===== src/source/dsp_pkg.sv =====
// ~~~~~~~~~~~~~~~~~~~~~~~~~~~~~~~~~~~~~~~~
// Sample formats for the radar datapath
// Sample and DAC word widths, I/Q struct
// ~~~~~~~~~~~~~~~~~~~~~~~~~~~~~~~~~~~~~~~~

package dsp_pkg;

   // One I or Q component
   localparam int SAMPLE_W = 16;
   // DAC converter word
   localparam int DAC_W = 14;

   typedef logic signed [SAMPLE_W-1:0] sample_t;

   // I in the upper half, Q in the lower half
   typedef struct packed {
      sample_t i;
      sample_t q;
   } iq_sample_t;

   typedef logic signed [DAC_W-1:0] dac_word_t;

endpackage


===== src/source/radar_pkg.sv =====
// ~~~~~~~~~~~~~~~~~~~~~~~~~~~~~~~~~~~~~~~~
// Radar control definitions
// Register map, configuration struct,
// frame states and chirp table constants
// ~~~~~~~~~~~~~~~~~~~~~~~~~~~~~~~~~~~~~~~~

package radar_pkg;

   typedef logic [6:0] reg_addr_t;

   // Register map
   localparam reg_addr_t REG_CTRL     = 7'd64;
   localparam reg_addr_t REG_TX_LEN   = 7'd65;
   localparam reg_addr_t REG_RX_DELAY = 7'd66;
   localparam reg_addr_t REG_RX_LEN   = 7'd67;
   localparam reg_addr_t REG_F_START  = 7'd68;
   localparam reg_addr_t REG_F_STEP   = 7'd69;

   // REG_CTRL bit positions
   localparam int CTRL_GO_BIT   = 0;
   localparam int CTRL_LOOP_BIT = 1;
   localparam int CTRL_SIDE_BIT = 2;

   // Phase accumulator width
   localparam int PHASE_W = 16;

   typedef struct packed {
      logic               loop;
      logic               tx_side;
      logic [15:0]        tx_len;
      logic [15:0]        rx_delay;
      logic [15:0]        rx_len;
      logic [PHASE_W-1:0] f_start;
      logic [PHASE_W-1:0] f_step;
   } radar_cfg_t;

   typedef enum logic [1:0] {
      FR_IDLE,
      FR_TX,
      FR_WAIT,
      FR_RX
   } frame_state_t;

   localparam int QTR_TABLE_DEPTH = 16;
   localparam int QTR_IDX_W       = $clog2(QTR_TABLE_DEPTH);
   // Peak amplitude, fits a 14-bit signed DAC word
   localparam int CHIRP_AMP       = 8191;

   // sin((k + 0.5) * pi / 32) in Q15, half-step offset keeps mirroring exact
   localparam int QTR_SIN_Q15 [QTR_TABLE_DEPTH] = '{
      1608, 4808, 7962, 11039, 14010, 16846, 19520, 22006,
      24279, 26320, 28106, 29622, 30852, 31786, 32413, 32729
   };

endpackage


===== src/source/chirp_gen.sv =====
// ~~~~~~~~~~~~~~~~~~~~~~~~~~~~~~~~~~~~~~~~
// Linear FM chirp generator
// Ramped phase accumulator and
// quarter-wave sine/cosine lookup
// ~~~~~~~~~~~~~~~~~~~~~~~~~~~~~~~~~~~~~~~~

`timescale 1ns/10ps

module chirp_gen (
   input  logic                   clk_i,
   input  logic                   rst_n_i,
   input  radar_pkg::radar_cfg_t  cfg_i,
   input  logic                   frame_start_i,
   input  logic                   tx_strobe_i,
   output dsp_pkg::iq_sample_t    tx_iq_o,
   output logic                   tx_valid_o
);

   import dsp_pkg::*;
   import radar_pkg::*;

   logic [PHASE_W-1:0]   phase_r;
   logic [PHASE_W-1:0]   incr_r;
   logic [PHASE_W-1:0]   cur_phase_c;
   logic [PHASE_W-1:0]   cur_incr_c;
   // Quadrant and table index of the sample in flight
   logic [1:0]           quad_r;
   logic [QTR_IDX_W-1:0] idx_r;
   logic                 stage1_vld_r;

   // Quadrant picks mirroring and sign
   function automatic sample_t qtr_lookup(input logic [1:0] quad,
                                          input logic [QTR_IDX_W-1:0] idx);
      logic [QTR_IDX_W-1:0] addr;
      int                   mag;
      addr = quad[0] ? ~idx : idx;
      mag  = (CHIRP_AMP * QTR_SIN_Q15[addr]) >>> 15;
      return quad[1] ? -sample_t'(mag) : sample_t'(mag);
   endfunction

   // New frame restarts from phase zero and f_start
   assign cur_phase_c = frame_start_i ? '0 : phase_r;
   assign cur_incr_c  = frame_start_i ? cfg_i.f_start : incr_r;

   always_ff @(posedge clk_i or negedge rst_n_i) begin
      if (!rst_n_i) begin
         phase_r      <= '0;
         incr_r       <= '0;
         stage1_vld_r <= 1'b0;
         tx_valid_o   <= 1'b0;
         tx_iq_o      <= '0;
      end else begin
         stage1_vld_r <= tx_strobe_i;
         tx_valid_o   <= stage1_vld_r;
         if (tx_strobe_i) begin
            // Sample taken first, then phase and frequency step
            phase_r <= cur_phase_c + cur_incr_c;
            incr_r  <= cur_incr_c + cfg_i.f_step;
         end
         // Cosine is sine one quadrant ahead
         if (stage1_vld_r) begin
            tx_iq_o.i <= qtr_lookup(quad_r + 2'd1, idx_r);
            tx_iq_o.q <= qtr_lookup(quad_r, idx_r);
         end
      end
   end

   always_ff @(posedge clk_i) begin
      if (tx_strobe_i) begin
         quad_r <= cur_phase_c[PHASE_W-1 -: 2];
         idx_r  <= cur_phase_c[PHASE_W-3 -: QTR_IDX_W];
      end
   end

endmodule


===== src/source/dac_interface.sv =====
// ~~~~~~~~~~~~~~~~~~~~~~~~~~~~~~~~~~~~~~~~
// DAC interleaver
// I then Q on one word, sync on I
// ~~~~~~~~~~~~~~~~~~~~~~~~~~~~~~~~~~~~~~~~

`timescale 1ns/10ps

module dac_interface (
   input  logic                 clk_i,
   input  logic                 rst_n_i,
   input  dsp_pkg::iq_sample_t  tx_iq_i,
   input  logic                 tx_valid_i,
   output dsp_pkg::dac_word_t   dac_o,
   output logic                 sync_o
);

   import dsp_pkg::*;

   // Q word waiting for its slot
   dac_word_t q_hold_r;
   // Interleave phase, Q still owed
   logic      q_pend_r;

   always_ff @(posedge clk_i or negedge rst_n_i) begin
      if (!rst_n_i) begin
         dac_o    <= '0;
         sync_o   <= 1'b0;
         q_pend_r <= 1'b0;
      end else if (tx_valid_i) begin
         // Low bits kept, chirp amplitude already fits
         dac_o    <= tx_iq_i.i[DAC_W-1:0];
         sync_o   <= 1'b1;
         q_pend_r <= 1'b1;
      end else if (q_pend_r) begin
         dac_o    <= q_hold_r;
         sync_o   <= 1'b0;
         q_pend_r <= 1'b0;
      end else begin
         // Idle between samples
         dac_o    <= '0;
         sync_o   <= 1'b0;
      end
   end

   always_ff @(posedge clk_i) begin
      if (tx_valid_i) begin
         q_hold_r <= tx_iq_i.q[DAC_W-1:0];
      end
   end

endmodule


===== src/source/echo_capture.sv =====
// ~~~~~~~~~~~~~~~~~~~~~~~~~~~~~~~~~~~~~~~~
// Echo capture
// Pairwise average of ADC samples
// inside the receive window
// ~~~~~~~~~~~~~~~~~~~~~~~~~~~~~~~~~~~~~~~~

`timescale 1ns/10ps

module echo_capture (
   input  logic                 clk_i,
   input  logic                 rst_n_i,
   input  logic                 rx_window_i,
   input  dsp_pkg::iq_sample_t  rx_adc_i,
   output dsp_pkg::iq_sample_t  rx_echo_o,
   output logic                 rx_strobe_o
);

   import dsp_pkg::*;

   // Set while the odd sample of a pair is due
   logic       pair_r;
   iq_sample_t even_r;

   // Sum with one guard bit, then halve
   function automatic sample_t avg2(input sample_t a, input sample_t b);
      logic signed [SAMPLE_W:0] sum;
      logic signed [SAMPLE_W:0] half;
      sum  = {a[SAMPLE_W-1], a} + {b[SAMPLE_W-1], b};
      half = sum >>> 1;
      return half[SAMPLE_W-1:0];
   endfunction

   always_ff @(posedge clk_i or negedge rst_n_i) begin
      if (!rst_n_i) begin
         pair_r      <= 1'b0;
         rx_strobe_o <= 1'b0;
         rx_echo_o   <= '0;
      end else begin
         // Outside the window the pairing restarts
         pair_r      <= rx_window_i && !pair_r;
         rx_strobe_o <= rx_window_i && pair_r;
         if (rx_window_i && pair_r) begin
            rx_echo_o.i <= avg2(even_r.i, rx_adc_i.i);
            rx_echo_o.q <= avg2(even_r.q, rx_adc_i.q);
         end
      end
   end

   always_ff @(posedge clk_i) begin
      if (rx_window_i && !pair_r) begin
         even_r <= rx_adc_i;
      end
   end

endmodule


===== src/source/radar_mono.sv =====
// ~~~~~~~~~~~~~~~~~~~~~~~~~~~~~~~~~~~~~~~~
// Monostatic pulse radar core top level
// Block wiring and side A/B DAC routing
// ~~~~~~~~~~~~~~~~~~~~~~~~~~~~~~~~~~~~~~~~

`timescale 1ns/10ps

module radar_mono (
   input  logic                  clk_i,
   input  logic                  rst_n_i,
   input  radar_pkg::reg_addr_t  saddr_i,
   input  logic                  s_strobe_i,
   input  logic [31:0]           sdata_i,
   input  dsp_pkg::iq_sample_t   rx_adc_i,
   output dsp_pkg::dac_word_t    tx_a_o,
   output dsp_pkg::dac_word_t    tx_b_o,
   output logic                  txsync_a_o,
   output logic                  txsync_b_o,
   output dsp_pkg::iq_sample_t   rx_echo_o,
   output logic                  rx_strobe_o,
   output logic                  busy_o
);

   import dsp_pkg::*;
   import radar_pkg::*;

   radar_cfg_t cfg;
   logic       start;
   logic       frame_start;
   logic       tx_strobe;
   logic       rx_window;
   iq_sample_t tx_iq;
   logic       tx_valid;
   dac_word_t  tx_dac;
   logic       tx_sync;

   radar_regs regs (.clk_i(clk_i), .rst_n_i(rst_n_i), .saddr_i(saddr_i),
                    .sdata_i(sdata_i), .s_strobe_i(s_strobe_i),
                    .cfg_o(cfg), .start_o(start));

   radar_timer timer (.clk_i(clk_i), .rst_n_i(rst_n_i), .cfg_i(cfg), .start_i(start),
                      .frame_start_o(frame_start), .tx_strobe_o(tx_strobe),
                      .rx_window_o(rx_window), .busy_o(busy_o));

   chirp_gen chirp (.clk_i(clk_i), .rst_n_i(rst_n_i), .cfg_i(cfg),
                    .frame_start_i(frame_start), .tx_strobe_i(tx_strobe),
                    .tx_iq_o(tx_iq), .tx_valid_o(tx_valid));

   dac_interface dac (.clk_i(clk_i), .rst_n_i(rst_n_i), .tx_iq_i(tx_iq),
                      .tx_valid_i(tx_valid), .dac_o(tx_dac), .sync_o(tx_sync));

   echo_capture echo (.clk_i(clk_i), .rst_n_i(rst_n_i), .rx_window_i(rx_window),
                      .rx_adc_i(rx_adc_i), .rx_echo_o(rx_echo_o),
                      .rx_strobe_o(rx_strobe_o));

   // Chirp to side B when tx_side set, idle side held at zero
   assign tx_a_o     = cfg.tx_side ? '0 : tx_dac;
   assign tx_b_o     = cfg.tx_side ? tx_dac : '0;
   assign txsync_a_o = cfg.tx_side ? 1'b0 : tx_sync;
   assign txsync_b_o = cfg.tx_side ? tx_sync : 1'b0;

endmodule


===== src/source/radar_regs.sv =====
// ~~~~~~~~~~~~~~~~~~~~~~~~~~~~~~~~~~~~~~~~
// Radar configuration registers
// Strobed write decode and start pulse
// ~~~~~~~~~~~~~~~~~~~~~~~~~~~~~~~~~~~~~~~~

`timescale 1ns/10ps

module radar_regs (
   input  logic                   clk_i,
   input  logic                   rst_n_i,
   input  radar_pkg::reg_addr_t   saddr_i,
   input  logic [31:0]            sdata_i,
   input  logic                   s_strobe_i,
   output radar_pkg::radar_cfg_t  cfg_o,
   output logic                   start_o
);

   import radar_pkg::*;

   logic ctrl_wr_c;

   // Write to the control register this cycle
   assign ctrl_wr_c = s_strobe_i && (saddr_i == REG_CTRL);

   always_ff @(posedge clk_i or negedge rst_n_i) begin
      if (!rst_n_i) begin
         cfg_o   <= '0;
         start_o <= 1'b0;
      end else begin
         // Go bit is never stored, only pulses
         start_o <= ctrl_wr_c && sdata_i[CTRL_GO_BIT];
         if (s_strobe_i) begin
            case (saddr_i)
               REG_CTRL: begin
                  cfg_o.loop    <= sdata_i[CTRL_LOOP_BIT];
                  cfg_o.tx_side <= sdata_i[CTRL_SIDE_BIT];
               end
               REG_TX_LEN:   cfg_o.tx_len   <= sdata_i[15:0];
               REG_RX_DELAY: cfg_o.rx_delay <= sdata_i[15:0];
               // Receive window kept even so samples pair up
               REG_RX_LEN:   cfg_o.rx_len   <= {sdata_i[15:1], 1'b0};
               REG_F_START:  cfg_o.f_start  <= sdata_i[PHASE_W-1:0];
               REG_F_STEP:   cfg_o.f_step   <= sdata_i[PHASE_W-1:0];
               // Unknown addresses dropped
               default: ;
            endcase
         end
      end
   end

endmodule


===== src/source/radar_timer.sv =====
// ~~~~~~~~~~~~~~~~~~~~~~~~~~~~~~~~~~~~~~~~
// Frame sequencer
// Transmit, wait and receive phases,
// half-rate transmit strobe, loop mode
// ~~~~~~~~~~~~~~~~~~~~~~~~~~~~~~~~~~~~~~~~

`timescale 1ns/10ps

module radar_timer (
   input  logic                   clk_i,
   input  logic                   rst_n_i,
   input  radar_pkg::radar_cfg_t  cfg_i,
   input  logic                   start_i,
   output logic                   frame_start_o,
   output logic                   tx_strobe_o,
   output logic                   rx_window_o,
   output logic                   busy_o
);

   import radar_pkg::*;

   frame_state_t state_r;
   // Cycles left in the current phase, minus one
   logic [16:0]  cnt_r;
   // High on the second cycle of each transmit pair
   logic         half_r;
   logic         last_c;

   assign last_c = (cnt_r == '0);

   always_ff @(posedge clk_i or negedge rst_n_i) begin
      if (!rst_n_i) begin
         state_r       <= FR_IDLE;
         cnt_r         <= '0;
         half_r        <= 1'b0;
         frame_start_o <= 1'b0;
      end else begin
         frame_start_o <= 1'b0;
         half_r        <= ~half_r;
         cnt_r         <= cnt_r - 17'd1;
         case (state_r)
            FR_IDLE: begin
               // Start while busy never reaches here
               if (start_i) begin
                  state_r       <= FR_TX;
                  cnt_r         <= {cfg_i.tx_len, 1'b0} - 17'd1;
                  half_r        <= 1'b0;
                  frame_start_o <= 1'b1;
               end
            end
            FR_TX: begin
               if (last_c) begin
                  // Zero delay skips straight to listening
                  if (cfg_i.rx_delay != '0) begin
                     state_r <= FR_WAIT;
                     cnt_r   <= {1'b0, cfg_i.rx_delay} - 17'd1;
                  end else begin
                     state_r <= FR_RX;
                     cnt_r   <= {1'b0, cfg_i.rx_len} - 17'd1;
                  end
               end
            end
            FR_WAIT: begin
               if (last_c) begin
                  state_r <= FR_RX;
                  cnt_r   <= {1'b0, cfg_i.rx_len} - 17'd1;
               end
            end
            FR_RX: begin
               // Loop checked only here, run ends after this frame
               if (last_c) begin
                  if (cfg_i.loop) begin
                     state_r       <= FR_TX;
                     cnt_r         <= {cfg_i.tx_len, 1'b0} - 17'd1;
                     half_r        <= 1'b0;
                     frame_start_o <= 1'b1;
                  end else begin
                     state_r <= FR_IDLE;
                  end
               end
            end
            default: state_r <= FR_IDLE;
         endcase
      end
   end

   // First cycle of every pair carries the strobe
   assign tx_strobe_o = (state_r == FR_TX) && !half_r;
   assign rx_window_o = (state_r == FR_RX);
   assign busy_o      = (state_r != FR_IDLE);

endmodule

===== config.mk =====
export PLATFORM = sky130hd
export DESIGN_NAME = radar_mono
export DESIGN_NICKNAME = d
export VERILOG_FILES = /design/src/source/dsp_pkg.sv /design/src/source/radar_pkg.sv /design/src/source/chirp_gen.sv /design/src/source/dac_interface.sv /design/src/source/echo_capture.sv /design/src/source/radar_mono.sv /design/src/source/radar_regs.sv /design/src/source/radar_timer.sv
export SDC_FILE = /design/constraint.sdc
export NUM_CORES = 1
export LEC_CHECK = 0
export BUFFER_PORTS_ARGS = -buffer_cell sky130_fd_sc_hd__buf_2
export CORE_MARGIN = 1.5
export CORE_UTILIZATION = 60
export CTS_CLUSTER_SIZE = 16
export DETAILED_ROUTE_END_ITERATION = 7
export HOLD_SLACK_MARGIN = 0.12
export PLACE_DENSITY = 0.79
export SETUP_SLACK_MARGIN = 0.3
export SYNTH_ARGS = -nofsm -noshare
export SYNTH_HDL_FRONTEND = slang
export SYNTH_SLANG_ARGS = --single-unit

===== constraint.sdc =====
create_clock -name clk_i -period 11.7 [get_ports clk_i]
set_input_delay 2.34 -clock clk_i [delete_from_list [all_inputs] [get_ports clk_i]]
set_output_delay 2.34 -clock clk_i [all_outputs]
set_load 0.05 [all_outputs]

==> qor.csv <==
metric,value,unit
status,"complete, no violations",
Top Ports,138,
Crit-path slowest cell,edfxtp_1,
Max Clk Rate,0.105,GHz
Area growth syn-to-layout,8.76,%
Slowest Stage Delay on Critical Path,950,ps
"Slew Viols, Final",0,
Final HPWL DP,46800,um
number of global-route vias before repair,19800,
die area,0.0433,sq mm
Synth Area in Adders,30.6,%
Slew Limit Headroom,18.0,%
top post-synthesis cells by area,"dfrtp_1 21%, fa_1 17%, ha_1 13%",
GPL Wtd Cong,0.961,
Nets,3226,
register area share after synthesis,27.4,%
"Period Utilization, post-route",81.7,%
simple-gate share of the synthesized area,12.5,%
setup bufs post-CTS,0,
final setup vio count,0,
Iter 0 DRT Violations,1307,
setup TNS,0,ps
synthesized instance count,2562,
top cell type's share of synthesized area,21.2,%
clock root buffer,clkbuf_16,
final core area utilization,66.6,%
"EDFF count, synth",52,
clock latency on the worst-skew pair,580,ps
Worst-path clk slew,60,ps
most common cell in the netlist,inv_1,
main combinational cell family by area after synthesis,adder cells,
antenna violations before repair,3,
post_cts resized,0,
post-synthesis mux area share,4.88,%
critical path arrival,10020,ps
max cap viols,0,
Compound-Gate Fraction of Synth Area,13.5,%
worst path bufs/invs,5,
core footprint,0.0412,sq mm
Buffers on Ports,121,
dpl cell area,0.0264,sq mm
cell row count,74,
Via density,5.93,
die height,208,um
Post-Syn Nets,3122,
CP required,12160,ps
DIE WIDTH,208,um
WS Path Type,flip-flop to flip-flop,
H-tree depth,1,
"CP delay by family, top",adder cells,
crit path time final,9560,ps
Synth top cells by count,"294 x inv_1, 268 x ha_1, 218 x fa_1",
"Avg Cell Area, Syn",9.85,sq um
worst-margin pin slew,1230,ps
register bit total from synthesis,266,
Final Cell Area,0.0275,sq mm
Initial Util,61.3,%
first-pass GRT wire length,98400,um
Hold Path Class,flip-flop to flip-flop,
CP endpoint kind,flip-flop,
vias after detailed routing,19100,
Overflow after GRT,0,
WHS,449,ps
RSZ-0062 raised after global routing,no,
hold_buf cts,0,
Layout fillers,3134,
crit path max fanout,23,
pin count of the biggest net entering global routing,118,
element type at the critical path start,flip-flop,
final wirelength,59500,um
layout cells sized above 1,12.2,%
clock tree buffer depth,3,
Clock Sinks,266,
Synth cell types,88,
Routed wire per std cell,18.5,um
Synth Warn #,0,
Detailed Routing Iterations Pass 1,6,
"Cell Area, Synth",0.0252,sq mm
post-route ant nets,0,
Most used DFF post-synth,dfrtp_1,
post-synthesis xor/xnor area fraction,5.48,%
DRC,0,
CTS Buf Count,29,
CTS tree,yes,
All-Layer GR Usage,27.8,%
"area leader, netlist",dfrtp_1,
ys async rst share,80.5,%
endpoints failing hold,0,
clk_skew,24.2,ps
==> path summary, 6_finish.rpt <==
| check | start | end | slack, ps | cells past startpoint |
|---|---|---|---|---|
| hold reg to reg | chirp.tx_iq_o[10] | dac.q_hold_r[10] | 450 | 0 |
| max in group asynchronous | rst_n_i | chirp.tx_iq_o[22] | 7930 | 3 |
| min in group asynchronous | rst_n_i | regs.cfg_o[39] | 1820 | 1 |
| setup / recovery | chirp.quad_r[0] | chirp.tx_iq_o[28] | 2140 | 28 |
| hold / removal | chirp.tx_iq_o[10] | dac.q_hold_r[10] | 450 | 0 |
| setup reg to reg | chirp.quad_r[0] | chirp.tx_iq_o[28] | 2140 | 28 |
==> registers in the layout (all words and copies together) (netlist names), 4 cells and up <==
| name | flops |
|---|---|
| timer.cnt_r | 17 |
| chirp.idx_r | 4 |
| chirp.tx_iq_o | 28 |
| regs.cfg_o | 81 |
| chirp.phase_r | 16 |
| echo.even_r | 32 |
| dac.q_hold_r | 14 |
| chirp.incr_r | 16 |
| dac.dac_o | 14 |
| echo.rx_echo_o | 32 |
==> cells in the final DEF (no fill, tap or decap), types with 105 or more instances in the layout <==
master,n
buf_2,120
dfrtp_1,214
fa_1,218
ha_1,268
nand2_1,211
inv_1,294
mux2_2,105
nor2_1,143
a21oi_1,137
o21ai_0,142
==> area by class of cell <==
cell class | count | area (sq um) | share of cell area (%)
diodes | 2 | 5.00 | 0.0182
clock buffers | 43 | 860 | 3.13
clock inverters | 11 | 174 | 0.633
inverters | 296 | 1110 | 4.05
multi-input cells | 1928 | 16900 | 61.7
flip-flops and latches | 266 | 6920 | 25.2
well taps | 532 | 666 | 2.42
repair buffers | 145 | 796 | 2.90
==> logic make-up after synthesis <==
family,count (synthesis)
and+or+nand+nor,649
AOI/OAI and AO/OA,526
adders and majority gates,486
buffers and inverters,368
DFF,266
xor gates and xnor gates,157
muxes,110
==> layer usage <==
layer	share of wire, %	track usage, %	wire, um	vias to the layer above
li1	-	-	-	9059
met1	43	35.6	25300	9411
met2	49	48.1	29100	531
met3	5.3	4.57	3150	124
met4	3.3	9.36	1950	2
met5	0.022	0	13	-
==> metrics by stage <==
stage / instances / setup WS, ps
after floorplan: 2562 / 3470
after detailed placement: 3167 / 2240
after global placement: 3167 / 2400
after CTS: 3221 / 2220
final: 3223 / 2140
after global routing: 3221 / 1460
Power is left out: the tool's default activity adds up to more than one toggle a clock period on the data nets, which glitch-free logic cannot reach.
